### src/hw/board_macros.svh
`ifndef BOARD_MACROS_SVH
`define BOARD_MACROS_SVH

// ----------------------------------------
// Clocking
// ----------------------------------------

`define BOARD_CLK_MHZ  25   // System clock in MHz
`define BOARD_TICK_HZ  1    // Slow tick rate

// ----------------------------------------
// TM1638 front panel
// ----------------------------------------

`define TM_W_KEY       8    // Panel keys
`define TM_W_LED       8    // Panel LEDs
`define TM_W_DIGIT     8    // Seven-segment digits
`define TM_SIO_DIV     12   // Clocks per sio_clk half period at BOARD_CLK_MHZ

// ----------------------------------------
// INMP441 microphone
// ----------------------------------------

`define I2S_SCK_DIV    4    // Clocks per sck half period
`define MIC_W_SAMPLE   24   // Sample width

`endif

### src/hw/audio_pkg.sv
`default_nettype none

`include "board_macros.svh"

package audio_pkg;

    // Two's-complement microphone sample
    typedef logic [`MIC_W_SAMPLE - 1:0] mic_sample_t;

    // I2S left-channel capture
    typedef enum logic [1:0]
    {
        I2S_WAIT_WS,   // Wait for ws to fall
        I2S_SKIP,      // First sck after ws carries no data
        I2S_SHIFT,     // Shift in the sample bits
        I2S_DONE       // Hand the sample over
    } i2s_state_t;

endpackage

`default_nettype wire

### src/hw/inmp441_mic_i2s_receiver.sv
`timescale 1ns/10ps
`default_nettype none

`include "board_macros.svh"

module inmp441_mic_i2s_receiver
    import audio_pkg::*;
(
    input  logic        clk,
    input  logic        rst,
    output logic        lr,
    output logic        ws,
    output logic        sck,
    input  logic        sd,
    output mic_sample_t value,
    output logic        value_valid
);

    localparam int w_pre = (`I2S_SCK_DIV > 1) ? $clog2(`I2S_SCK_DIV) : 1;
    localparam int w_n   = $clog2(`MIC_W_SAMPLE);

    logic [w_pre - 1:0] pre_cnt;
    logic               pre_end;
    logic               sck_rise;
    logic               sck_fall;
    logic [5:0]         bit_cnt;    // Position in the 64-bit ws frame
    logic [w_n - 1:0]   n_bits;
    mic_sample_t        shifter;
    i2s_state_t         state;

    assign lr = 1'b0;               // Microphone answers in the left slot
    assign ws = bit_cnt[5];         // Low for the left half-frame

    // ----------------------------------------
    // sck and ws generation
    // ----------------------------------------

    assign pre_end  = (pre_cnt == w_pre'(`I2S_SCK_DIV - 1));
    assign sck_rise = pre_end & ~sck;
    assign sck_fall = pre_end &  sck;

    always_ff @(posedge clk)
    begin
        if (rst)
        begin
            pre_cnt <= '0;
            sck     <= 1'b0;
            bit_cnt <= '0;
        end
        else
        begin
            pre_cnt <= pre_end ? '0 : pre_cnt + 1'b1;
            if (pre_end)
                sck <= ~sck;
            if (sck_fall)
                bit_cnt <= bit_cnt + 1'b1;   // ws moves on sck falling edges
        end
    end

    // ----------------------------------------
    // Left-channel capture
    // ----------------------------------------

    always_ff @(posedge clk)
    begin
        if (rst)
        begin
            state       <= I2S_WAIT_WS;
            n_bits      <= '0;
            value       <= '0;
            value_valid <= 1'b0;
        end
        else
        begin
            value_valid <= 1'b0;
            case (state)
                I2S_WAIT_WS:
                    if (sck_fall && bit_cnt == 6'd63)   // ws about to fall
                        state <= I2S_SKIP;
                I2S_SKIP:
                    if (sck_rise)
                    begin
                        n_bits <= '0;
                        state  <= I2S_SHIFT;
                    end
                I2S_SHIFT:
                    if (sck_rise)
                    begin
                        n_bits <= n_bits + 1'b1;
                        if (n_bits == w_n'(`MIC_W_SAMPLE - 1))
                            state <= I2S_DONE;
                    end
                I2S_DONE:
                begin
                    value       <= shifter;
                    value_valid <= 1'b1;
                    state       <= I2S_WAIT_WS;
                end
                default:
                    state <= I2S_WAIT_WS;
            endcase
        end
    end

    // MSB arrives first
    always_ff @(posedge clk)
    begin
        if (state == I2S_SHIFT && sck_rise)
            shifter <= {shifter[`MIC_W_SAMPLE - 2:0], sd};
    end

endmodule

`default_nettype wire

### config.mk
export PLATFORM = sky130hd
export DESIGN_NAME = inmp441_mic_i2s_receiver
export DESIGN_NICKNAME = d
export VERILOG_FILES = /design/src/hw/audio_pkg.sv /design/src/hw/inmp441_mic_i2s_receiver.sv
export VERILOG_INCLUDE_DIRS = /design/src /design/src/hw
export SDC_FILE = /design/constraint.sdc
export NUM_CORES = 1
export LEC_CHECK = 0
export ABC_AREA = 1
export BUFFER_PORTS_ARGS = -buffer_cell sky130_fd_sc_hd__buf_2
export CAP_MARGIN = 20
export CORE_MARGIN = 2
export CORE_UTILIZATION = 29
export DETAILED_ROUTE_END_ITERATION = 10
export PLACE_DENSITY = 0.44
export SETUP_SLACK_MARGIN = 0.1
export SYNTH_ARGS = -nofsm -noshare
export SYNTH_HDL_FRONTEND = slang
export SYNTH_SLANG_ARGS = --single-unit
### constraint.sdc
create_clock -name clk -period 1.52 [get_ports clk]
set_clock_uncertainty 0.05 [all_clocks]
set_input_delay 0.152 -clock clk [delete_from_list [all_inputs] [get_ports clk]]
set_output_delay 0.152 -clock clk [all_outputs]
set_load 0.03 [all_outputs]
======== Word-level counts from Yosys, hierarchy flattened ========
Index checks and enable logic that the tools add are counted.
storage, ports and cells
  register bits after elaboration ......... 65
  latch bits .............................. 0
  bits in writable memories ............... 0
  bits in read-only memories .............. 0
  bits of input ports ..................... 3
  output and inout port bits .............. 28
  logic and storage cells ................. 40
  memories kept ........................... 0
cells by class
  $add $sub $neg .......................... 3
  $mul .................................... 0
  div/mod/pow operators ................... 0
  magnitude comparators ................... 0
  equality and inequality tests ........... 10
  shift-type cells ........................ 0
  multiplexer cells ....................... 9
  bitwise gates (word level) .............. 3
  reductions and logical operators ........ 7
operator list
  kind                   count
  $mux W5                2
  $pmux W5 S2            1
  $mux W2                4
  $ne A2 B2 Y1 const B   4
  $pmux W2 S4            1
  $add A6 B1 Y6 const B  1
  $eq A2 B2 Y1 const B   3
  $eq A6 B6 Y1 const B   1
  $add A5 B1 Y5 const B  1
  $eq A5 B5 Y1 const B   1
  $reduce_and A4 Y1      1
  $reduce_and A3 Y1      1
  $add A2 B1 Y2 const B  1
  $and A1 B1 Y1          2
  $eq A2 B1 Y1 const B   1
  $logic_and A1 B1 Y1    2
  $logic_not A2 Y1       1
  $reduce_bool A2 Y1     1
  $reduce_or A2 Y1       1
  $mux W1                1
  $not A1 Y1             1

======== Depth between registers and ports, before layout ========
  depth in word-level cells ............... 5
  depth in mapped cells ................... 9
  depth with buffers taken out ............ 9

======== Worst setup path after synthesis ========
Ideal clock, no wire load.
  kind .................................... register to register
  from .................................... register pre_cnt[0]
  to ...................................... register shifter[0] (enable)
  setup time .............................. 0.357 ns
  data arrival time ....................... 1.096 ns
  data required time ...................... 1.113 ns
  setup slack ............................. 0.017 ns
  stages on the path, launching flop included .. 6
  path buffers ............................ 0
  clock period less this slack ............ 1.503 ns
  cells stage by stage .................... dfxtp_1 -> ha_1 -> inv_1 -> nor2_2 -> nand2_1 -> inv_2
on the way
  longest elaborated chain between the ends .. 3
ends and longest elaborated chain
  element                 line                             text
  from (decl)             inmp441_mic_i2s_receiver.sv:22   logic [w_pre - 1:0] pre_cnt;
  from (signal assigned)  inmp441_mic_i2s_receiver.sv:52   pre_cnt <= pre_end ? '0 : pre_cnt + 1'b1;
  $eq A2 B2 Y1            inmp441_mic_i2s_receiver.sv:38   assign pre_end = (pre_cnt == w_pre'(`I2S_SCK_DIV - 1));
  $and A1 B1 Y1           inmp441_mic_i2s_receiver.sv:39   assign sck_rise = pre_end & ~sck;
  $logic_and A1 B1 Y1     inmp441_mic_i2s_receiver.sv:108  if (state == I2S_SHIFT && sck_rise)
  to (signal assigned)    inmp441_mic_i2s_receiver.sv:109  shifter <= {shifter[`MIC_W_SAMPLE - 2:0], sd};
  to (decl)               inmp441_mic_i2s_receiver.sv:28   mic_sample_t shifter;
No other way between the ends.
A chain may end at the register's enable or synchronous reset.

======== Worst setup path after layout ========
  from .................................... register pre_cnt[1]
  to ...................................... register shifter[12] (enable)
Same word-level chain as after synthesis.

==> summary.md <==
| Metric | Value |
|---|---|
| DR iter-0 viols | `54` |
| # rows | `33` |
| Worst Hold Class | `primary input to flop` |
| R2r endpoint | `shifter[12]$_DFFE_PP_` |
| Total core area | `0.00813 mm²` |
| Total Routed Length | `4870 µm` |
| Setup TNS Final | `0 ns` |
| Sink of the worst hold path | `n_bits[1]$_SDFFE_PP0P_` |
| Register area | `0.00155 mm²` |
| Crit path kind | `flop to flop` |
| Worst R2R Setup Slack | `0.17 ns` |
| Ys Warns | `0` |
| RSZ-0062 raised after global routing | `true` |
| CTS Buf Count | `9` |
| Root buffer cell | `clkbuf_8` |
| Vias | `1747` |
| Clock buffer depth | `2` |
| Critical Path End Type | `flop` |
| P&R area growth vs syn | `29.8%` |
| Biggest area consumer among synthesized cells | `dfxtp_1` |
| Cell breakdown of the critical path | `ha_4, inv_1, nor2_4, nand2_2, bufinv_16` |
| CTS tree | `done` |
| Leak | `1.32 nW` |
| Critical path buffers and inverters | `2` |
| Clock transition at path regs | `0.07 ns` |
| DR WL/cell | `11.9 µm` |
| Gr ovfl total | `0` |
| Die span in x | `95.0 µm` |
| Antenna violations before repair | `0` |
| Routability cong. | `0.667` |
| CP top delay family | `flip-flops` |
| Synth Register Bits | `65` |
| Clock Sinks | `65` |
| Min-delay src | `rst` |
| Post-route ant nets | `0` |
| Post-synthesis cell type count | `23` |
| Launching point of the worst reg2reg path | `pre_cnt[1]$_SDFF_PP0_` |
| Pwr dens | `1040 mW/mm²` |
| Post-route DRC | `0` |
| Max FO, Critical Path | `14` |
| Largest net degree at the start of global routing | `26` |
| Layout cells sized above 1 | `29.4%` |
| Num ports | `31` |
| Cells on Worst Hold Path | `3` |
| # port buffers | `29` |
| # nets final | `309` |
| Commonest non-fill, non-tap cell in the layout | `nor2_1` |
| Worst EP required | `1.51 ns` |
| H-tree depth | `3` |
| Crit path largest cell delay | `0.34 ns` |
| Fin. Hold Viols | `0` |
| Yosys top cell area share | `34.2%` |
| Post-synthesis sequential area ratio | `64.2%` |
| Starting density of the core | `29.5%` |
| Slew Limit Fails | `0` |
| Drt first pass iters | `4` |
| Worst EP arrival | `1.34 ns` |
| Mapped Avg Cell Area | `9.65 µm²` |
| Full die area | `0.00903 mm²` |
| Net Count, Synth | `260` |
| Maxcap violations | `0` |
| Cell count after synthesis | `249` |
| Clock Latency Late Sink | `0.33 ns` |
| Die height | `95.0 µm` |
| Top cells by area, synth | `dfxtp_1, edfxtp_1, nor2_1, o21ai_0, ha_1` |
| Number of fill cells | `816` |
| Vias per inst | `4.28` |
| Reg2reg path depth | `5` |
| Crit path time final | `1.35 ns` |
| Mapped Area | `0.00240 mm²` |
| Vias in the first global route | `1647` |
| First-pass GRT wire length | `8000 µm` |
| Tcrit/Tclk final | `88.9%` |
| Commonest non-fill, non-tap cells in the layout | `nor2_1, dfxtp_1, o21ai_0, buf_2, edfxtp_1` |
| HPWL after detailed placement | `2960 µm` |
| Hold WS | `0.144 ns` |
| Area taken by multi-input logic gates | `846 µm²` |
| Status | `completed` |
| Ant diodes | `0` |
| Fmax | `740 MHz` |
| Max IR drop VDD | `0.396 mV` |
| Slowest cell on crit path | `dfxtp_2` |
| Total GRT Usage | `12.0%` |
| Startpoint Class | `flop` |
| Final setup violation count | `0` |
==> sequential cells by signal, summed over array words and instances (netlist names) <==
register and flops:
sck 1, n_bits 5, pre_cnt 2, shifter 24, value_valid 1, value 24
bit_cnt 6, state 2
==> cell families (layout without fill, tap and decap cells) <==
logic type / count (synthesis) / count (layout) / synth area share, %
simple gates: 106 / 106 / 18.0
buf+inv: 28 / 82 / 4.79
compound gates: 40 / 40 / 8.33
other cells: 1 / 1 / 0.156
flops: 65 / 65 / 64.2
xor+xnor: 1 / 1 / 0.365
fa+ha+maj: 8 / 8 / 4.17
==> metrics by stage <==
| stage | total power, mW | setup WS, ns | area (µm²) | instances | utilization, % |
|---|---|---|---|---|---|
| floorplan | 1.89 | 0.126 | 2400 | 249 | - |
| global placement | 1.91 | 0.0570 | 2700 | 382 | 33.2 |
| detailed placement | 1.91 | 0.0224 | 2700 | 382 | 33.2 |
| CTS | 3.27 | 0.101 | 2950 | 401 | 36.3 |
| global route | 3.38 | 0.0704 | 3120 | 408 | 38.3 |
| finish | 3.24 | 0.168 | 3120 | 408 | 38.3 |
==> cell usage after synthesis, drive strengths merged <==
| library cell | instances |
|---|---|
| nor3b | 1 |
| xor2 | 1 |
| ha | 8 |
| clkbuf | 4 |
| o21ai | 31 |
| edfxtp | 24 |
| clkinv | 1 |
| inv | 18 |
| nand2 | 27 |
| nor3 | 4 |
| dfxtp | 41 |
| a21oi | 9 |
| nor2 | 68 |
| buf | 5 |
| nand3 | 5 |
| and3 | 1 |
| conb | 1 |
==> worst max-delay path by stage <==
stage,startpoint,endpoint,depth (start not counted)
2_1_floorplan,pre_cnt[0]$_SDFF_PP0_,shifter[0]$_DFFE_PP_,5
4_1_cts,pre_cnt[0]$_SDFF_PP0_,bit_cnt[5]$_SDFFE_PP0N_,9
5_1_grt,n_bits[0]$_SDFFE_PP0P_,state[0]$_SDFFE_PP0P_,9
6_report,pre_cnt[1]$_SDFF_PP0_,shifter[12]$_DFFE_PP_,5
3_3_place_gp,pre_cnt[0]$_SDFF_PP0_,shifter[0]$_DFFE_PP_,5
3_5_place_dp,state[0]$_SDFFE_PP0P_,shifter[0]$_DFFE_PP_,4
==> final cells by class <==
class                   instances  area share, %
clock buffers                  11           4.21
clock inverters                 5           1.52
inverters                      19           3.37
multi-input cells             156           27.1
flip-flops and latches         65           49.8
well taps                     105           4.21
repair buffers                 46           9.35
repair inverters                1          0.361
==> timing repair <==
item                                    4_1_cts  5_1_grt
hold buffers                                  1        0
resized for setup                             6       34
buffers inserted                              1        7
pin swaps                                     1        5
hold endpoints to repair                      1        0
cloned                                        1        0
endpoints found under the setup margin       29       34
==> per-layer routing <==
layer | up-vias | wire, µm | global-route usage, %
li1 | 902 | - | -
met3 | 10 | 148 | 3.64
met2 | 22 | 2170 | 17.0
met5 | - | 0 | 0
met4 | 0 | 105 | 7.25
met1 | 813 | 2450 | 16.0
==> worst register-to-register path, cell delays in order (launching register included) <==
cell and delay [ns]:
dfxtp_2 0.34, ha_4 0.14, inv_1 0.07, nor2_4 0.11, nand2_2 0.11, bufinv_16 0.24
==> power by group <==
part | switching [mW] | internal, mW | leakage [nW]
Sequential | 0.0120 | 1.80 | 0.549
Clock | 0.609 | 0.742 | 0.0922
Combinational | 0.0431 | 0.0304 | 0.681
Note: power is estimated with default switching activity, not from simulation.
