[src/hw/board_macros.svh]
`ifndef BOARD_MACROS_SVH
`define BOARD_MACROS_SVH

// ----------------------------------------
// Clocking
// ----------------------------------------

`define BOARD_CLK_MHZ  25   // System clock in MHz
`define BOARD_TICK_HZ  1    // Slow tick rate

// ----------------------------------------
// TM1638 front panel
// ----------------------------------------

`define TM_W_KEY       8    // Panel keys
`define TM_W_LED       8    // Panel LEDs
`define TM_W_DIGIT     8    // Seven-segment digits
`define TM_SIO_DIV     12   // Clocks per sio_clk half period at BOARD_CLK_MHZ

// ----------------------------------------
// INMP441 microphone
// ----------------------------------------

`define I2S_SCK_DIV    4    // Clocks per sck half period
`define MIC_W_SAMPLE   24   // Sample width

`endif

[src/hw/audio_pkg.sv]
`default_nettype none

`include "board_macros.svh"

package audio_pkg;

    // Two's-complement microphone sample
    typedef logic [`MIC_W_SAMPLE - 1:0] mic_sample_t;

    // I2S left-channel capture
    typedef enum logic [1:0]
    {
        I2S_WAIT_WS,   // Wait for ws to fall
        I2S_SKIP,      // First sck after ws carries no data
        I2S_SHIFT,     // Shift in the sample bits
        I2S_DONE       // Hand the sample over
    } i2s_state_t;

endpackage

`default_nettype wire

[src/hw/board_io_pkg.sv]
`default_nettype none

`include "board_macros.svh"

package board_io_pkg;

    typedef logic [`TM_W_KEY   - 1:0] panel_key_t;   // Pressed keys, active high
    typedef logic [`TM_W_LED   - 1:0] panel_led_t;   // Panel LEDs, lit when set
    typedef logic [`TM_W_DIGIT - 1:0] digit_sel_t;   // One enable per digit

    // One digit's segments. Lab order is a..g then the dot, a at the MSB;
    // the panel expects the reverse bit order
    typedef logic [7:0] seg_t;

    // Everything the lab block puts on the front panel
    typedef struct packed
    {
        panel_led_t                  led;
        seg_t [`TM_W_DIGIT - 1:0]    seg;   // seg[0] is digit 0
    } panel_disp_t;

    // Panel serial sequencer, one state per sio_clk half period
    typedef enum logic [2:0]
    {
        TM_IDLE,       // Strobe high, display snapshot at the end
        TM_STB_LOW,    // Strobe low before the first bit
        TM_CLK_LOW,    // Data changes
        TM_CLK_HIGH,   // Data sampled
        TM_STB_HIGH    // Gap between transactions
    } tm_state_t;

endpackage

`default_nettype wire

[src/hw/lab_top.sv]
`timescale 1ns/10ps
`default_nettype none

module lab_top
    import board_io_pkg::*, audio_pkg::*;
(
    input  logic        clk,
    input  logic        rst,
    input  logic        tick,
    input  panel_key_t  key,
    input  mic_sample_t mic,
    input  logic        mic_valid,
    output panel_disp_t disp,
    output digit_sel_t  digit
);

    mic_sample_t sample_q;

    // a..g then dot, a at the MSB
    function automatic seg_t hex_to_seg(input logic [3:0] nib);
        case (nib)
            4'h0: hex_to_seg = 8'hFC;
            4'h1: hex_to_seg = 8'h60;
            4'h2: hex_to_seg = 8'hDA;
            4'h3: hex_to_seg = 8'hF2;
            4'h4: hex_to_seg = 8'h66;
            4'h5: hex_to_seg = 8'hB6;
            4'h6: hex_to_seg = 8'hBE;
            4'h7: hex_to_seg = 8'hE0;
            4'h8: hex_to_seg = 8'hFE;
            4'h9: hex_to_seg = 8'hF6;
            4'hA: hex_to_seg = 8'hEE;
            4'hB: hex_to_seg = 8'h3E;
            4'hC: hex_to_seg = 8'h9C;
            4'hD: hex_to_seg = 8'h7A;
            4'hE: hex_to_seg = 8'h9E;
            default: hex_to_seg = 8'h8E;
        endcase
    endfunction

    always_ff @(posedge clk)
    begin
        if (rst)
        begin
            sample_q <= '0;
            disp     <= '0;
            digit    <= '0;
        end
        else
        begin
            if (mic_valid)
                sample_q <= mic;                       // Keep the latest sample

            disp.led[6:0] <= key[6:0];                 // Keys mirrored
            disp.led[7]   <= disp.led[7] ^ tick;       // Heartbeat

            for (int n = 0; n < 6; n++)
                disp.seg[n] <= hex_to_seg(sample_q[4 * n +: 4]);
            disp.seg[7] <= '0;                         // Unused digits stay dark
            disp.seg[6] <= '0;

            digit <= 8'b0011_1111;
        end
    end

endmodule

`default_nettype wire

[config.mk]
export PLATFORM = sky130hd
export DESIGN_NAME = lab_top
export DESIGN_NICKNAME = d
export VERILOG_FILES = /design/src/hw/audio_pkg.sv /design/src/hw/board_io_pkg.sv /design/src/hw/lab_top.sv
export VERILOG_INCLUDE_DIRS = /design/src /design/src/hw
export SDC_FILE = /design/constraint.sdc
export NUM_CORES = 1
export LEC_CHECK = 0
export ABC_AREA = 1
export BUFFER_PORTS_ARGS = -buffer_cell sky130_fd_sc_hd__buf_4
export CORE_UTILIZATION = 51
export CTS_BUF_LIST = sky130_fd_sc_hd__clkbuf_4 sky130_fd_sc_hd__clkbuf_8 sky130_fd_sc_hd__clkbuf_16
export CTS_CLUSTER_DIAMETER = 100
export DETAILED_ROUTE_END_ITERATION = 6
export GPL_TIMING_DRIVEN = 0
export PLACE_DENSITY = 0.82
export SLEW_MARGIN = 30
export SYNTH_ARGS = -nofsm -noshare
export SYNTH_HDL_FRONTEND = slang
export SYNTH_SLANG_ARGS = --single-unit
[constraint.sdc]
create_clock -name clk -period 1.5 [get_ports clk]
set_input_delay 0.3 -clock clk [delete_from_list [all_inputs] [get_ports clk]]
set_output_delay 0.3 -clock clk [all_outputs]
set_load 0.03 [all_outputs]
==> Word level (Yosys, flattened, before mapping) <==
Memories as Yosys holds them, arrays and structs flattened. A register that Yosys moved wholly into a read port is not among the register bits.
Index checks and enable logic that the tools add are counted.
{ "word_totals": {"register_bits": 104, "latchBits": 0, "ram_bits": 0, "romBits": 672, "inputBits": 36, "out_inout_bits": 80, "word_cells": 19, "memories": 6} }
{ "classes": {"n_addsub": 0, "n_mul": 0, "n_div": 0, "n_lt_le_gt_ge": 0, "eq_ne": 0, "shift": 0, "muxes": 1, "bitwise": 1, "n_reduce_logical": 0} }
{ "mem_list": {"columns": ["name", "words", "word_bits", "rd", "rd_ports_with_merged_regs", "wr", "line", "text"], "rows": [
  ["(name not given)", 16, 7, 1, 1, 0, "lab_top.sv:21", "case (nib)"],
  ["(name not given)", 16, 7, 1, 1, 0, "lab_top.sv:21", null],
  ["(name not given)", 16, 7, 1, 1, 0, "lab_top.sv:21", null],
  ["(name not given)", 16, 7, 1, 1, 0, "lab_top.sv:21", null],
  ["(name not given)", 16, 7, 1, 1, 0, "lab_top.sv:21", null],
  ["(name not given)", 16, 7, 1, 1, 0, "lab_top.sv:21", null]
]} }
{ "ops": {"columns": ["cell", "n"], "rows": [
  ["two-way mux 6 bit", 1],
  ["bitwise XOR 1 bit", 1]
]} }

==> Longest topological paths before layout <==
Gate-level depths: netlist of run 1.
{ "logic_depth": {"word_depth": 1, "mapped_depth": 6} }

==> Worst setup path after synthesis of run 1 <==
OpenSTA, ideal clock, no wires.
{ "synth_timing": {"path_kind": "reg-to-reg", "start": "register sample_q[0]", "end": "register, netlist name disp[4]", "setup_time_ns": 0.118, "arrival_time_ns": 1.025, "t_required_ns": 1.382, "slack_ns": 0.357, "path_stages_with_launch": 7, "synth_period_minus_slack_ns": 1.143, "path_cell_list": "dfxtp_1 inv_1 ha_1 nand2_1 nand2_1 o21ai_0 nor2_1"} }
{ "synth_lines": {"columns": ["item", "line", "text"], "rows": [
  ["from (decl)", "lab_top.sv:17", "mic_sample_t sample_q;"],
  ["from (signal assigned)", "lab_top.sv:52", "sample_q <= mic;"]
]} }

==> results of run 1 <==
## power groups by stage
stage	registers [mW]	logic (mW)	clock network, mW
after floorplan	2.56	0.581	0
after CTS	2.27	1.24	1.58
after global placement	2.31	1.21	0
after detailed placement	2.32	1.23	0
after global routing	2.29	1.35	1.69
final	2.27	1.24	1.55
## layer usage
layer  vias to the layer above  track usage, %  share of wire, %
met1                      1419            25.0                42
met5                         -               0                 0
met3                        18            4.55               6.1
met2                       127            37.0                50
met4                         0            12.1               2.7
li1                       1650               -                 -
## kinds of logic after synthesis
logic type	share of synthesized area [%]
AOI/OAI and AO/OA	13.6
xor gates and xnor gates	0.238
adders and majority gates	14.3
buffers and inverters	12.1
DFF	40.8
other	0.102
and+or+nand+nor	18.9
## layout by cell type, fill, tap and decap left out, types with 3 or more instances in the layout
cell,netlist,final
nor2_2,4,4
ha_1,42,42
conb_1,1,24
inv_2,6,6
clkinv_2,1,3
dfxtp_1,75,75
nor2_1,44,44
nand2_1,72,72
nor3b_2,6,6
inv_1,32,32
buf_4,33,122
buf_2,7,7
nand3_1,18,18
o21ai_1,8,8
clkbuf_8,0,10
a21oi_1,54,54
nand2_2,6,6
o21ai_0,38,38
## layout make-up
class | count | area, sq um | share of cell area [%]
Multi-Input combinational cell | 321 | 1820 | 38.3
Timing Repair Buffer | 89 | 668 | 14.0
Tap cell | 96 | 120 | 2.52
Inverter | 39 | 148 | 3.10
Clock buffer | 10 | 138 | 2.89
Sequential cell | 75 | 1500 | 31.6
Buffer | 42 | 298 | 6.26
Clock inverter | 6 | 65.1 | 1.37
## final timing paths
check             cells past startpoint                 startpoint             endpoint
hold / removal                        3                     key[1]  disp[65]$_SDFF_PP0_
setup / recovery                      2           digit[4]$_DFF_P_             digit[1]
hold reg to reg                       2  sample_q[21]$_SDFFE_PP0P_  disp[41]$_SDFF_PP0_
setup reg to reg                      6   sample_q[9]$_SDFFE_PP0P_  disp[20]$_SDFF_PP0_
## critical path, cell delays in order (launching register included)
cell and delay [ps]:
dfxtp_1 420, buf_4 140, buf_4 140
## flip-flops by register name (all words and copies together), names as in the netlist
signal    cells
disp         50
sample_q     24
digit         1
## metrics by stage
| stage | setup WS (ps) | hold WS [ps] | utilization [%] | area, sq um | std cells |
|---|---|---|---|---|---|
| floorplan | 357 | 407 | - | 3770 | 477 |
| global placement | 252 | 493 | 66.3 | 4560 | 662 |
| detailed placement | 225 | 509 | 66.3 | 4560 | 662 |
| CTS | 124 | 144 | 69.3 | 4760 | 678 |
| global route | 67.9 | 139 | 69.3 | 4760 | 678 |
| finish | 153 | 155 | 69.3 | 4760 | 678 |
==> results.toml, run 1 <==
[sta]
layout_min_cycle_time_ps = 1350
hold_viol = 0
period_share_pct = 89.8
rsz0062_at_grt = "false"
clock.fmax_mhz = 742
slew_viol_final = 0
setup_viol_count_final = 0
finalSetupTns_ps = 0
skew_ps = 7.93

[pwr]
p_sw_share_pct = 31.8
comb_power_share_pct = 24.5
ir_drop_mv = 0.489
leakagePower_nw = 2.38
powerDensity_nw_per_um2 = 1060
p_int_mw = 3.45
power.share.clock_pct = 30.6
total_power_mw = 5.07
p_seq_share_pct = 44.9
switchingPower_mw = 1.61

[clock_network]
cts_tree = "done"
cts-root-buf = "clkbuf_8"
htree_levels = 3
cts_buffer_depth = 2
cts_resized = 0
path_clk_slew_ps = 80
post_cts_buffers = 0
cts_hold_buf = 0
cts_buffers = 9
clk_latency_ps = 350
cts.sinks = 75

[setup_path]
cp-end-kind = "output pin"
cp.arrival_ps = 1050
critical_path.max_fanout = 6
crit_type = "reg2out"
rrSetupSlack_ps = 190
start_kind = "flip-flop"
worstPathRequired_ps = 1200

[global_routing]
grt_pass1_vias = 2919
grt_overflow = 0
grtUsageTotal_pct = 21.6
grt_max_degree = 14
grt_first_pass_wirelength_microns = 12700
antenna_found_initial = 0

[synth]
synth_top_area_share_pct = 40.8
synth_ff_type = "dfxtp_1"
yosysUniqueCellTypes = 22
synth.area.top_cells = "dfxtp_1 (41%), ha_1 (14%), a21oi_1 (7.3%)"
syn_area_sq_um = 3680
async_flop_share_pct = 0
yosys_warnings = 0
synth_top_area_cell = "dfxtp_1"
yosysSeqAreaShare_pct = 40.8
synth_edf_count = 0
synth_common_cells = "dfxtp_1 (75), nand2_1 (72), a21oi_1 (54)"
ys_seq_elements = 75
yosysMostFrequentCell = "dfxtp_1"
syn_avg_cell_area_sq_um = 8.11
netlist_instances = 454

[floorplanning]
start_util_pct = 53.6
die_h_microns = 87.0
die_width_microns = 87.0
num_rows = 30
fp.coreArea_sq_um = 6870
die_area_sq_um = 7560
io_pins = 116

[drt]
totalWireLength_microns = 7960
drtPass1Iterations = 5
first_iter_violations = 161
routed_via_density = 4.74
drc = 0
ant_nets = 0
wire_per_inst_microns = 11.7
via_count = 3214

[run_status]
status = "complete, no violations"

[finish]
areaGrowthSynthToFinish_pct = 29.3
nets = 655
drive_gt1_share_pct = 29.4
diodes = 0
fillers = 561

[placement]
portBuffers = 89
hpwl_microns = 5850
place_congestion = 0.922

[hold_path]
holdCritPathClass = "in2reg"

[job]
max-cap-violations = 0
No activity file was read; power rests on OpenSTA's default activity.
==> inputs of run 2 (changes only) <==
Clock period 1.5 ns to 1.3 ns, I/O delays scaled along.
==> results.toml, run 2 (synthesis gave the netlist of run 1 again) <==
[run_status]
status = "complete, no violations"

[clock_network]
cts_buffer_depth = 2
htree_levels = 3
post_cts_buffers = 0
path_clk_slew_ps = 80
cts_buffers = 9
clk_latency_ps = 350
cts_hold_buf = 0
cts-root-buf = "clkbuf_8"
cts.sinks = 75
cts_tree = "done"

[sta]
finalSetupTns_ps = 0
skew_ps = 9.85
setup_viol_count_final = 0
slew_viol_final = 0
layout_min_cycle_time_ps = 1240
period_share_pct = 95.3
clock.fmax_mhz = 807
whs_ps = 112
rsz0062_at_grt = "false"
hold_viol = 0

[setup_path]
cp.arrival_ps = 980
crit_path_cell_trace = "buf_4 -> buf_4"
crit_type = "reg2out"
worstPathRequired_ps = 1040
cp_common_cell = "buf_4"
critical_path.max_fanout = 6
slowest_stage = "dfxtp_2"
worst_path_largest_cell_delay_ps = 380
cp-end-kind = "output pin"
start_kind = "flip-flop"

[floorplanning]
fp.coreArea_sq_um = 6870
die_area_sq_um = 7560
die_h_microns = 87.0
io_pins = 116
num_rows = 30
start_util_pct = 53.6
die_width_microns = 87.0

[drt]
wire_per_inst_microns = 11.7
drc = 0
ant_nets = 0
via_count = 3238
first_iter_violations = 198
drtPass1Iterations = 5
routed_via_density = 4.78
totalWireLength_microns = 7960

[finish]
areaGrowthSynthToFinish_pct = 29.7
diodes = 0
nets = 655
final_common_cell = "buf_4"
regMostFlops = "disp"
largestRegisters = "disp (50), sample_q (24), digit (1)"
final_cell_mix = "buf_4 (122), nand2_1 (72), dfxtp_1 (62), a21oi_1 (54), nor2_1 (44)"
largest_reg_flops = 50
drive_gt1_share_pct = 32.3

[global_routing]
grtUsageTotal_pct = 21.6
grt_pass1_vias = 2919
grt_overflow = 0
grt_first_pass_wirelength_microns = 12700
antenna_found_initial = 0
grt_max_degree = 14

[placement]
portBuffers = 89
place_congestion = 0.922
hpwl_microns = 5850

[hold_path]
holdCritPathClass = "in2reg"

[pwr]
ir_drop_mv = 0.543
leakagePower_nw = 2.38
powerDensity_nw_per_um2 = 1230

[job]
max-cap-violations = 0
==> run 2: cell type report <==
type / count / area [sq um]
fillers: 561 / 2090
multi-input cells: 321 / 1820
flip-flops and latches: 75 / 1520
repair buffers: 89 / 668
plain buffers: 42 / 298
inverters: 39 / 148
clock buffers: 10 / 138
well taps: 96 / 120
clock inverters: 6 / 65.1
==> run 2: worst paths after layout <==
| kind | startpoint | end | slack, ps | cells past startpoint |
|---|---|---|---|---|
| max reg2reg | sample_q[12]$_SDFFE_PP0P_ | disp[28]$_SDFF_PP0_ | 80 | 6 |
| max | digit[4]$_DFF_P_ | digit[1] | 60 | 2 |
| min reg2reg | sample_q[1]$_SDFFE_PP0P_ | disp[1]$_SDFF_PP0_ | 510 | 2 |
| min | rst | disp[43]$_SDFF_PP0_ | 110 | 2 |
==> run 2: what timing repair did <==
item | CTS | global route
gates resized for setup | 2 | 18
endpoints found under the setup margin | 6 | 8
gates cloned | 0 | 0
==> run 2: worst max-delay path: cells and delay by family (launching register included) <==
family / cells / cell delay [ps]
DFF: 1 / 380
buffers and inverters: 2 / 260
==> run 2: per-layer routing <==
metal  GRT usage, %  up-vias  wire length [microns]  part of all wire (%)
met4           12.1        0                    263                   3.3
met5              0        -                      0                     0
met3           4.55       22                    481                   6.0
met1           25.0     1433                   3330                    42
li1               -     1654                      -                     -
met2           37.0      129                   3880                    49
==> run 2: where the power goes <==
part | leakage (nW) | total (mW) | switching (mW) | internal, mW
Sequential | 0.630 | 2.63 | 0.125 | 2.51
Combinational | 1.64 | 1.43 | 0.884 | 0.550
Clock | 0.102 | 1.80 | 0.860 | 0.938
Total | 2.38 | 5.86 | 1.87 | 3.99
==> run 2: through the flow <==
| stage | setup slack [ps] | instance area (sq um) | utilization, % | instances | power [mW] |
|---|---|---|---|---|---|
| floorplan | 157 | 3770 | - | 477 | 3.63 |
| global placement | 51.9 | 4560 | 66.3 | 662 | 4.07 |
| detailed placement | 25.3 | 4560 | 66.3 | 662 | 4.09 |
| CTS | 2.72 | 4760 | 69.3 | 678 | 5.88 |
| global route | 0.823 | 4770 | 69.5 | 678 | 6.16 |
| finish | 60.6 | 4770 | 69.5 | 678 | 5.86 |
