$ cat src/hw/board_macros.svh
`ifndef BOARD_MACROS_SVH
`define BOARD_MACROS_SVH

// ----------------------------------------
// Clocking
// ----------------------------------------

`define BOARD_CLK_MHZ  25   // System clock in MHz
`define BOARD_TICK_HZ  1    // Slow tick rate

// ----------------------------------------
// TM1638 front panel
// ----------------------------------------

`define TM_W_KEY       8    // Panel keys
`define TM_W_LED       8    // Panel LEDs
`define TM_W_DIGIT     8    // Seven-segment digits
`define TM_SIO_DIV     12   // Clocks per sio_clk half period at BOARD_CLK_MHZ

// ----------------------------------------
// INMP441 microphone
// ----------------------------------------

`define I2S_SCK_DIV    4    // Clocks per sck half period
`define MIC_W_SAMPLE   24   // Sample width

`endif

$ cat src/hw/slow_tick_gen.sv
`timescale 1ns/10ps
`default_nettype none

`include "board_macros.svh"

module slow_tick_gen
#(
    parameter int clk_mhz = `BOARD_CLK_MHZ,
    parameter int tick_hz = `BOARD_TICK_HZ
)
(
    input  logic clk,
    input  logic rst,
    output logic tick
);

    localparam int period = clk_mhz * 1000000 / tick_hz;   // Clocks per tick
    localparam int w_cnt  = (period > 1) ? $clog2(period) : 1;

    logic [w_cnt - 1:0] cnt;

    always_ff @(posedge clk)
    begin
        if (rst)
        begin
            cnt  <= w_cnt'(period - 1);
            tick <= 1'b0;
        end
        else if (cnt == '0)
        begin
            cnt  <= w_cnt'(period - 1);   // Reload at terminal count
            tick <= 1'b1;
        end
        else
        begin
            cnt  <= cnt - 1'b1;
            tick <= 1'b0;
        end
    end

endmodule

`default_nettype wire

$ cat config.mk
export PLATFORM = sky130hd
export DESIGN_NAME = slow_tick_gen
export DESIGN_NICKNAME = d
export VERILOG_FILES = /design/src/hw/slow_tick_gen.sv
export VERILOG_INCLUDE_DIRS = /design/src /design/src/hw
export SDC_FILE = /design/constraint.sdc
export NUM_CORES = 1
export LEC_CHECK = 0
export BUFFER_PORTS_ARGS = -buffer_cell sky130_fd_sc_hd__buf_2
export CAP_MARGIN = 40
export CORE_MARGIN = 2
export CORE_UTILIZATION = 45
export CTS_CLUSTER_DIAMETER = 40
export DETAILED_ROUTE_END_ITERATION = 12
export PLACE_DENSITY = 0.75
export SETUP_SLACK_MARGIN = 0.4
export SLEW_MARGIN = 5
export SYNTH_ARGS = -nofsm -noshare
export SYNTH_HDL_FRONTEND = slang
export SYNTH_SLANG_ARGS = --single-unit
$ cat constraint.sdc
create_clock -name clk -period 1.95 [get_ports clk]
set_input_delay 0.2925 -clock clk [delete_from_list [all_inputs] [get_ports clk]]
set_output_delay 0.2925 -clock clk [all_outputs]
set_load 0.005 [all_outputs]
After elaboration in Yosys (flattened, before gate mapping)
Cells that the tools add are included.
{"block": "classes", "addsub": 1, "n_mul": 0, "div_mod_pow": 0, "n_lt_le_gt_ge": 0, "eq_ne": 0, "shifts": 0, "n_mux": 1, "n_bitwise": 0, "reduce_logical": 2}
{"op": "$logic_not 25->1", "count": 1}
{"op": "$sub 25x1->25 const B", "count": 1}
{"op": "$reduce_or 2->1", "count": 1}
{"op": "$mux 1", "count": 1}
{"block": "totals", "ff_bits": 26, "latchBits": 0, "ramBits": 0, "mem_bits_ro": 0, "input_bits": 2, "out_inout_bits": 1, "elab_cells": 6, "mem_count": 0}

Depth between registers and ports, before layout
Gate-level depths: netlist (run 1).
{"block": "logic_depth", "ltp_word": 2, "depth_mapped": 8, "ltp_nobuf": 6}

Worst setup path after synthesis (run 1)
No wires, ideal clock.
{"block": "synth_path", "kind": "register to register", "start": "register cnt[12]", "end": "register cnt[21]", "setup_ps": 63, "arrival_time_ps": 1973, "slack_ps": -86, "path_stages_with_launch": 6, "n_path_buf": 1, "period_less_slack_ps": 2036, "path_cell_list": "dfxtp_1 > buf_6 > or4_4 > or4_4 > or4b_1 > nand3_1"}
{"block": "synth_between", "elab_chain_len": 2}
{"element": "start: declaration", "line_no": "slow_tick_gen.sv:20", "rtl": "logic [w_cnt - 1:0] cnt;"}
{"element": "start signal: assignment", "line_no": "slow_tick_gen.sv:26", "rtl": "cnt <= w_cnt'(period - 1);"}
{"element": "start signal: assignment", "line_no": "slow_tick_gen.sv:31", "rtl": "cnt <= w_cnt'(period - 1);"}
{"element": "start signal: assignment", "line_no": "slow_tick_gen.sv:36", "rtl": "cnt <= cnt - 1'b1;"}
{"element": "branches (longest 2 deep; another with $sub 25x1->25)"}
Several ways; the timed one is not identified.
A chain may end at the register's enable or synchronous reset.

Worst setup path in the final report (run 1)
{"block": "layout_path", "start": "register cnt[5]", "end": "register cnt[14]"}
The elaborated chain is that of the path after synthesis.

==> impl_results.md, run 1 <==
- Die Outline Area: 3070 um^2
- Hold violation count in the final report: 0
- Area of all placed cells without fillers: ~1700 um^2
- Clock tree from TritonCTS: yes
- Switching power share of the total: roughly a fifth
- Routed vias/inst: ~6
- All-Layer GR Usage: 21.7%
- Class of the tightest hold or removal check: in -> reg
- Mapped Avg Cell Area: just under 9 um^2
- Peak supply drop: 0.523 mV
- Arrival time at the worst endpoint: 2320 ps
- Number of antenna violations at the first check in global routing: 0
- Fraction of final layout cells with drive strength greater than 1: a little under half
- # fillers: about 190
- I/O Pins: 3
- Sequential Area: 527 um^2
- Yosys synthesis warning count: 0
- Synthesized netlist net count: 137
- Cell-by-cell trace of the critical path: or4_4, or4_4, or4_1, nand3_1
- Buffering stage count on the worst path with inverters included: 0
- Type of destination of the critical path: flip-flop
- Die X: around 55 um
- Part of the Yosys area used for sequential elements: 43.7%
- Post-layout nets: 169
- ANT nets after route: 0
- Clock slew seen by the registers of the worst setup and hold paths: 150 ps
- RSZ-0062 raised after global routing: yes
- Cell with the largest stage delay on the worst path: sky130_fd_sc_hd__or4_4
- Cell type group with the largest total delay on the critical path: simple AND/OR/NAND/NOR gates
- GRT Residual Overflow: 0
- Slew Limit Headroom: between 70% and 80%
- Number of enable flip-flop cells after synthesis: 0
- Number of sinks driven by the clock tree: 26
- Via count of the first global-routing pass: 1172
- PnR worst setup slack: -114 ps
- Distinct cell type count after synthesis: 31
- Vertical die dimension: roughly 55 um
- Setup violation total in the final timing report: 9
- Critical Path Start Type: flip-flop
- ANT cells: 0
- Largest net degree at the start of global routing: 16
- Wire length of the first global-routing pass: approximately 5300 um
- Slew of the pin with the lowest slew margin: 368 ps
- Reported net switching power: approximately 0.19 mW
- Final RePlAce weighted congestion: about 0.82
- Initial cell density of the core: 47.6%
- Peak Freq: 485 MHz
- Post-layout min period: slightly above 2000 ps
- Final slew viol count: 0
- Top cell type's share of synthesized area: 43.7%
- Status: complete, but fails checks
- Placed insts: 181
- Highest cell delay on the worst timing path: 560 ps
- DRT Pass-1 Iters: 4
- Primary flip-flop cell chosen by synthesis mapping: sky130_fd_sc_hd__dfxtp_1
- Final HPWL DP: 1870 um
- Internal power: 0.758 mW
- Power share of the combinational group: 3.5%
- Kind of critical path: reg -> reg
- Maximum fanout encountered on the critical timing path: 3
- TritonCTS buffer count: 3
- Cell repeated most along the worst path: sky130_fd_sc_hd__or4_4
- Via count of the routed design: around 1200
- Area of the core: 2500 um^2
- Clock Tree Buf Depth: 2
- Static leakage: 0.596 nW
- Number of violations of the max-capacitance limit: 0
- Netlist area before placement: 1190 um^2
- Residual DRC: 0
- Pre-CTS worst setup slack: -76.6 ps
- Final design utilization: 68.3%
- Area of the multi-input gates: between 700 and 800 um^2
- Wire length reported by the detailed router: 3160 um
- Root cell of the clock tree: sky130_fd_sc_hd__clkbuf_4
- Violations in the final reports: setup timing
- Pwr Total: 0.946 mW
- Synth Register Bits: 26
- Cell taking the most area after synthesis: sky130_fd_sc_hd__dfxtp_1
- Number of hold-repair buffers added at the cts stage: 0
- Fraction of registers with async set or reset after synthesis: 0%
- IO Port Bufs: 2
- Mapped Cells: 134
- Number of H-tree levels: 1
- Clk Latency, worst-skew pair: between 300 and 400 ps
- Detailed router's first-iteration violation count: 25
- Power share of the clock group: 39.3%
- Average wire per cell in the routed design: 16.2 um
- Worst-case clock skew: 16.8 ps
- Period utilization: 106%
- Cell Area, Placed: between 1000 and 1500 um^2
- Post-Layout Cell Count: 195
- Count of standard-cell rows: 18
- Portion of total power attributed to sequential cells: 57.2%
- Required arrival time at the worst endpoint: 2210 ps
- Cell types with the largest area share after synthesis: sky130_fd_sc_hd__dfxtp_1, sky130_fd_sc_hd__or4_1, sky130_fd_sc_hd__or3_1
- Power density over the cells: 554 nW/um^2
- Area overhead of the layout relative to synthesis: 43.4%
==> metrics by stage <==
step,hold WS (ps),TNS (ps)
finish,336,-446
detailed placement,408,-191
global placement,398,-50.6
floorplan,380,-200
CTS,312,-290
global route,331,-911
==> registers in the layout, summed over array words and instances, names as in the netlist <==
register / count
tick: 1
cnt: 25
==> worst paths after layout <==
check / endpoint / cells past startpoint / start / slack [ps]
hold / removal: cnt[24]$_SDFF_PP1_ / 3 / rst / 340
setup / recovery: cnt[14]$_SDFF_PP1_ / 4 / cnt[5]$_SDFF_PP1_ / -110
hold reg to reg: cnt[0]$_SDFF_PP1_ / 1 / cnt[0]$_SDFF_PP1_ / 450
setup reg to reg: cnt[14]$_SDFF_PP1_ / 4 / cnt[5]$_SDFF_PP1_ / -110
==> worst min-delay path: cells and delay by family <==
kind                   cells  cell delay [ps]
and+or+nand+nor            1               80
buffers and inverters      2              260
==> metal layers <==
metal	vias to the layer above	track usage, %	wire (um)
met5	-	0	0
met4	0	10.1	58
met3	10	4.45	131
met2	38	35.2	1580
met1	584	27.6	1390
li1	574	-	-
==> area by class of cell <==
class	count	area share [%]
Clock buffer	3	1.32
Clock inverter	1	1.76
Inverter	3	0.659
Multi-Input combinational cell	99	46.2
Sequential cell	26	30.8
Tap cell	30	2.20
Timing Repair Buffer	33	17.1
==> cells in the mapped netlist, drive strengths merged (2+ instances only) <==
master  number
xnor2        5
nor4         3
nor3         5
nand2b       2
nand3       10
dfxtp       26
or4b         2
nor2        11
a21oi        4
o41ai        3
or2          4
nand2        5
buf          2
or3          9
o211ai       3
o21ai        7
or4         11
inv          3
clkbuf       4
o31ai        6
==> cells by family (layout without fill, tap and decap cells) <==
kind of cell	Yosys count	in the layout	share of synthesized area, %
xor+xnor	6	6	4.41
flops	26	26	43.7
simple gates	67	67	33.5
buf+inv	9	40	3.57
fa+ha+maj	1	1	1.05
compound gates	25	25	13.8
==> timing repair <==
action / in CTS / in global routing
gates resized for setup: 21 / 23
endpoints found under the hold margin: 0 / 0
gates cloned: 1 / 0
setup endpoints to repair: 24 / 24
pin swaps: 14 / 11
setup buffers: 8 / 1
==> cell usage in the layout (no fill, tap or decap), types with 5 or more instances in the layout <==
cell type / count
sky130_fd_sc_hd__dfxtp_1: 21
sky130_fd_sc_hd__buf_4: 18
sky130_fd_sc_hd__buf_6: 13
sky130_fd_sc_hd__nand3_1: 8
sky130_fd_sc_hd__or4_4: 7
sky130_fd_sc_hd__or3_1: 7
sky130_fd_sc_hd__o21ai_0: 7
sky130_fd_sc_hd__nor2_1: 6
sky130_fd_sc_hd__nor2_2: 5
sky130_fd_sc_hd__xnor2_1: 5
sky130_fd_sc_hd__dfxtp_2: 5
==> power by group through the flow <==
stage / combinational [mW] / sequential (mW) / clock (mW)
after floorplan: 0.0160 / 0.551 / 0
after global placement: 0.0227 / 0.552 / 0
after detailed placement: 0.0234 / 0.552 / 0
after CTS: 0.0309 / 0.541 / 0.379
after global routing: 0.0356 / 0.542 / 0.402
final: 0.0330 / 0.541 / 0.372
(Power assumes the default switching activity.)
==> inputs of run 2 (changes only) <==
- CELL_PAD_IN_SITES_DETAIL_PLACEMENT: default -> 0
- CELL_PAD_IN_SITES_GLOBAL_PLACEMENT: default -> 1
- CORE_UTILIZATION: 45 -> 41
- PLACE_DENSITY: 0.75 -> 0.84
==> run 2 against run 1 <==
Routed wire length is 12% lower. Total power is 0.24% lower. Critical endpoint unchanged. Final cell count is 2.6% lower. Sequential cell count stayed put. Cell area is 4.7% lower. The run still ends with setup timing left. Setup slack better by 50 ps. Via count is 7.6% lower. Global-route usage is 3.9 points lower.
==> impl_results.md, run 2 (synthesized netlist as in run 1, its figures left out) <==
- Status: complete, but fails checks
- Violations in the final reports: setup timing
- Worst-case clock skew: about 6.7 ps
- TritonCTS buffer count: 3
- Flip-flop count of the largest register after layout: 25
- Number of antenna violations at the first check in global routing: 0
- Largest net degree at the start of global routing: 16
- Pre-CTS worst setup slack: -42.1 ps
- Largest regs: cnt (25), tick (1)
- Peak Freq: 497 MHz
- Initial cell density of the core: 43.2%
- Largest Register: cnt
- Highest cell delay on the worst timing path: between 500 and 600 ps
- Required arrival time at the worst endpoint: 2230 ps
- Clk Latency, worst-skew pair: 330 ps
- Hold violation count in the final report: 0
- All-Layer GR Usage: between 15 and 20%
- PnR worst setup slack: -63.8 ps
- Cell-by-cell trace of the critical path: or4_4, or4_4, or4_1, nand3_1
- Setup violation total in the final timing report: 4
- Power density over the cells: between 500 and 600 nW/um^2
- Die Outline Area: 3350 um^2
- Sequential Area: 527 um^2
- Area overhead of the layout relative to synthesis: 36.7%
- IO Port Bufs: 2
- Clock Tree Buf Depth: 2
- Final slew viol count: 0
- Final RePlAce weighted congestion: 0.809
- Via count of the first global-routing pass: 1047
- Wire length of the first global-routing pass: approximately 4600 um
- ANT cells: 0
- Area of the core: 2760 um^2
- Most common library cell in the layout ignoring fill and taps: sky130_fd_sc_hd__buf_4
- Cell type group with the largest total delay on the critical path: simple AND/OR/NAND/NOR gates
- Post-layout nets: 163
- Slew Limit Headroom: about three quarters
- Number of hold-repair buffers added at the cts stage: 0
- Routed vias/inst: roughly 6
- Die X: 57.9 um
- Arrival time at the worst endpoint: 2290 ps
- GRT Residual Overflow: 0
- Detailed router's first-iteration violation count: 33
- Number of sinks driven by the clock tree: 26
- Final-layout worst hold slack: 307 ps
- Post-layout min period: between 2000 and 2500 ps
- RSZ-0062 raised after global routing: yes
- Area of the multi-input gates: 790 um^2
- Class of the tightest hold or removal check: in -> reg
- Buffering stage count on the worst path with inverters included: 0
- Type of destination of the critical path: flip-flop
- Maximum fanout encountered on the critical timing path: 7
- I/O Pins: 3
- Static leakage: 0.547 nW
- Residual DRC: 0
- Wire length reported by the detailed router: 2770 um
- Number of violations of the max-capacitance limit: 0
- Root cell of the clock tree: sky130_fd_sc_hd__clkbuf_4
- Kind of critical path: reg -> reg
- Cell repeated most along the worst path: sky130_fd_sc_hd__or4_4
- Vertical die dimension: 57.9 um
- Fraction of final layout cells with drive strength greater than 1: 43.4%
- Cell with the largest stage delay on the worst path: sky130_fd_sc_hd__or4_4
- Critical Path Start Type: flip-flop
- Peak supply drop: 0.711 mV
- Period utilization: 103%
- Final HPWL DP: 1890 um
- Clock tree from TritonCTS: yes
- Clock slew seen by the registers of the worst setup and hold paths: roughly 140 ps
- Count of standard-cell rows: 19
- Average wire per cell in the routed design: 14.6 um
- ANT nets after route: 0
- DRT Pass-1 Iters: 4
- Via count of the routed design: 1114
- Final design utilization: 59.0%
- # fillers: 248
- Number of H-tree levels: 1
- Pwr Total: 0.944 mW
- Slew of the pin with the lowest slew margin: between 300 and 400 ps
- Commonest cells after routing, fill and taps aside: sky130_fd_sc_hd__buf_4, sky130_fd_sc_hd__dfxtp_1, sky130_fd_sc_hd__or4_4, sky130_fd_sc_hd__nand3_1
run 2: layer usage:
metal / vias to the layer above / part of all wire, % / track usage [%]
li1: 560 / - / -
met1: 543 / 42 / 21.3
met2: 7 / 54 / 30.7
met3: 4 / 2.5 / 4.02
met4: 0 / 1.2 / 7.97
met5: - / 0 / 0
run 2: where the power goes:
part	total [mW]	leakage, nW	internal (mW)	switching (mW)
logic	0.0294	0.310	0.0117	0.0177
clock network	0.374	0.0279	0.208	0.166
registers	0.540	0.209	0.536	0.00363
run 2: worst min-delay path: cells and delay by family:
family                 cells  cell delay (ps)
and+or+nand+nor            1               80
buffers and inverters      2              240
run 2: final timing paths:
path,startpoint,endpoint,slack (ps),depth (start not counted)
max,cnt[5]$_SDFF_PP1_,cnt[14]$_SDFF_PP1_,-60,4
min,rst,cnt[24]$_SDFF_PP1_,310,3
max reg2reg,cnt[5]$_SDFF_PP1_,cnt[14]$_SDFF_PP1_,-60,4
min reg2reg,cnt[0]$_SDFF_PP1_,cnt[0]$_SDFF_PP1_,430,1
run 2: layout make-up:
| class | count | share of cell area [%] |
|---|---|---|
| Clock buffer | 3 | 1.38 |
| Clock inverter | 1 | 1.84 |
| Inverter | 3 | 0.692 |
| Multi-Input combinational cell | 99 | 48.5 |
| Sequential cell | 26 | 32.4 |
| Tap cell | 31 | 2.38 |
| Timing Repair Buffer | 27 | 12.8 |
run 2: metrics by stage:
stage	std cells	setup TNS, ps	instance area, um^2
after floorplan	134	-200	1260
after global placement	185	-25.9	1430
after detailed placement	185	-123	1430
after CTS	189	-221	1540
after global routing	190	-467	1630
final	190	-184	1630
run 2: what timing repair did:
item / in CTS / in global routing
gates resized for setup: 10 / 20
setup buffers: 0 / 1
endpoints found under the setup margin: 24 / 24
pin swaps: 10 / 12
==> inputs of run 3 (changes only) <==
- BUFFER_PORTS_ARGS: -buffer_cell sky130_fd_sc_hd__buf_2 -> default
- CORE_UTILIZATION: 41 -> 42
- DONT_BUFFER_PORTS: default -> 1
==> run 3 against run 2 <==
The flow still finishes with violations (setup timing). Combinational power increased by 7.5%. Total power decreased by 9.9%. Routed wire length increased by 4.7%. Sequential share of layout area decreased by 0.32 points. Non-clock buffer count increased by 3. Critical path type unchanged. Largest cell class unchanged.
==> impl_results.md, run 3 (synthesized netlist as in run 1, its figures left out) <==
- Status: complete, but fails checks
- Violations in the final reports: setup timing
- Number of violations of the max-capacitance limit: 0
- Wire length of the first global-routing pass: about 4800 um
- I/O Pins: 3
- Most common library cell in the layout ignoring fill and taps: sky130_fd_sc_hd__buf_4
- Required arrival time at the worst endpoint: 2210 ps
- Largest regs: cnt (25), tick (1)
- Detailed router's first-iteration violation count: 28
- Arrival time at the worst endpoint: 2290 ps
- Via count of the first global-routing pass: approximately 1100
- Largest net degree at the start of global routing: 15
- Clock Tree Buf Depth: 2
- Die Outline Area: between 3000 and 4000 um^2
- Internal power: 0.664 mW
- Class of the tightest hold or removal check: in -> reg
- Clock slew seen by the registers of the worst setup and hold paths: about 150 ps
- Slew of the pin with the lowest slew margin: 386 ps
- Hold path depth: 2
- Initial cell density of the core: 43.6%
- Switching power share of the total: a little over a fifth
- Power share of the combinational group: 3.7%
- GRT Residual Overflow: 0
- Clock tree from TritonCTS: yes
- Via count of the routed design: 1134
- Largest Register: cnt
- DRT Pass-1 Iters: 4
- Wire length reported by the detailed router: about 2900 um
- Die X: 57.3 um
- Number of antenna violations at the first check in global routing: 0
- Sequential Area: 527 um^2
- Count of standard-cell rows: 19
- PnR worst setup slack: -74.3 ps
- IO Port Bufs: 0
- Power density over the cells: about 520 nW/um^2
- Portion of total power attributed to sequential cells: 63.6%
- RSZ-0062 raised after global routing: yes
- Kind of critical path: reg -> reg
- Flip-flop count of the largest register after layout: 25
- Power share of the clock group: 32.7%
- ANT nets after route: 0
- Post-layout min period: 2020 ps
- Peak supply drop: 0.455 mV
- Slew Limit Headroom: between 70% and 80%
- All-Layer GR Usage: a little under a fifth
- Worst-case clock skew: 6.49 ps
- Fraction of final layout cells with drive strength greater than 1: 44.4%
- Reported net switching power: 0.186 mW
- Final RePlAce weighted congestion: ~0.80
- Worst r2r path cells: 4
- ANT cells: 0
- Number of hold-repair buffers added at the cts stage: 0
- Post-layout nets: 166
- Root cell of the clock tree: sky130_fd_sc_hd__clkbuf_4
- Routed vias/inst: 5.88
- TritonCTS buffer count: 3
- Area of the core: 2730 um^2
- Critical Path Start Type: flip-flop
- Number of sinks driven by the clock tree: 26
- Final HPWL DP: around 2000 um
- TNS Setup: -174 ps
- Number of H-tree levels: 1
- Type of destination of the critical path: flip-flop
- Maximum fanout encountered on the critical timing path: 7
- Hold violation count in the final report: 0
- Average wire per cell in the routed design: between 15 and 20 um
- # fillers: 244
- Peak Freq: around 490 MHz
- Commonest cells after routing, fill and taps aside: sky130_fd_sc_hd__buf_4, sky130_fd_sc_hd__dfxtp_1, sky130_fd_sc_hd__or4_4, sky130_fd_sc_hd__nor2_1, sky130_fd_sc_hd__nand3_1
- Area overhead of the layout relative to synthesis: 38.0%
- Final design utilization: 60.1%
- Area of the multi-input gates: between 700 and 800 um^2
- Vertical die dimension: ~57 um
- Clk Latency, worst-skew pair: 320 ps
- Residual DRC: 0
- Setup violation total in the final timing report: 4
- Static leakage: 0.589 nW
- Final slew viol count: 0
- Period utilization: 104%
## run 3: changes by cell type in the layout (fill, tap and decap cells not counted), moves of 2 or more
cell and change:
sky130_fd_sc_hd__nor4_4 -3, sky130_fd_sc_hd__nand2_1 -3, sky130_fd_sc_hd__buf_6 +4, sky130_fd_sc_hd__buf_2 -2, sky130_fd_sc_hd__nand2_2 +3, sky130_fd_sc_hd__nor4_2 +2
## run 3: stage by stage
stage          worst slack [ps]  cell area (um^2)  power, mW  hold slack, ps  cells
2_1_floorplan             -83.3              1260      0.567             380    134
3_3_place_gp              -27.3              1390      0.573             391    179
3_5_place_dp              -48.1              1390      0.574             402    179
4_1_cts                   -67.2              1550      0.853             150    191
5_1_grt                    -144              1640      0.871             160    193
6_report                  -74.3              1640      0.850             154    193
## run 3: power groups by stage
stage	combinational (mW)	sequential (mW)	clock [mW]
2_1_floorplan	0.0160	0.551	0
3_3_place_gp	0.0213	0.551	0
3_5_place_dp	0.0223	0.552	0
4_1_cts	0.0288	0.541	0.283
5_1_grt	0.0357	0.542	0.294
6_report	0.0316	0.540	0.278
## run 3: repair_timing
item,4_1_cts,5_1_grt
buffers inserted,7,2
pin swaps,13,7
endpoints found under the setup margin,24,24
cloned,1,0
gates resized for setup,16,20
## run 3: routing by layer
| metal | wire (um) | part of all wire, % | track usage (%) |
|---|---|---|---|
| met5 | 0 | 0 | 0 |
| met1 | 1330 | 46 | 23.6 |
| met3 | 49 | 1.7 | 2.04 |
| met2 | 1490 | 51 | 32.0 |
| met4 | 29 | 1.0 | 4.65 |
## run 3: area by class of cell
class,instances,share of cell area [%]
Inverter,3,0.685
Tap cell,31,2.36
Multi-Input combinational cell,99,47.4
Sequential cell,26,32.0
Clock buffer,4,2.21
Timing Repair Buffer,30,15.3
## run 3: final timing paths
| kind | slack, ps | end | start |
|---|---|---|---|
| setup / recovery | -70 | cnt[14]$_SDFF_PP1_ | cnt[6]$_SDFF_PP0_ |
| hold reg to reg | 440 | cnt[0]$_SDFF_PP1_ | cnt[0]$_SDFF_PP1_ |
| setup reg to reg | -70 | cnt[14]$_SDFF_PP1_ | cnt[6]$_SDFF_PP0_ |
| hold / removal | 150 | cnt[24]$_SDFF_PP1_ | rst |
## run 3: worst max-delay path, cell delays in order, from the launching register on
cell and delay (ps):
sky130_fd_sc_hd__dfxtp_2 350, sky130_fd_sc_hd__or4_4 540, sky130_fd_sc_hd__or4_4 580, sky130_fd_sc_hd__or4_1 410
sky130_fd_sc_hd__nand3_1 100
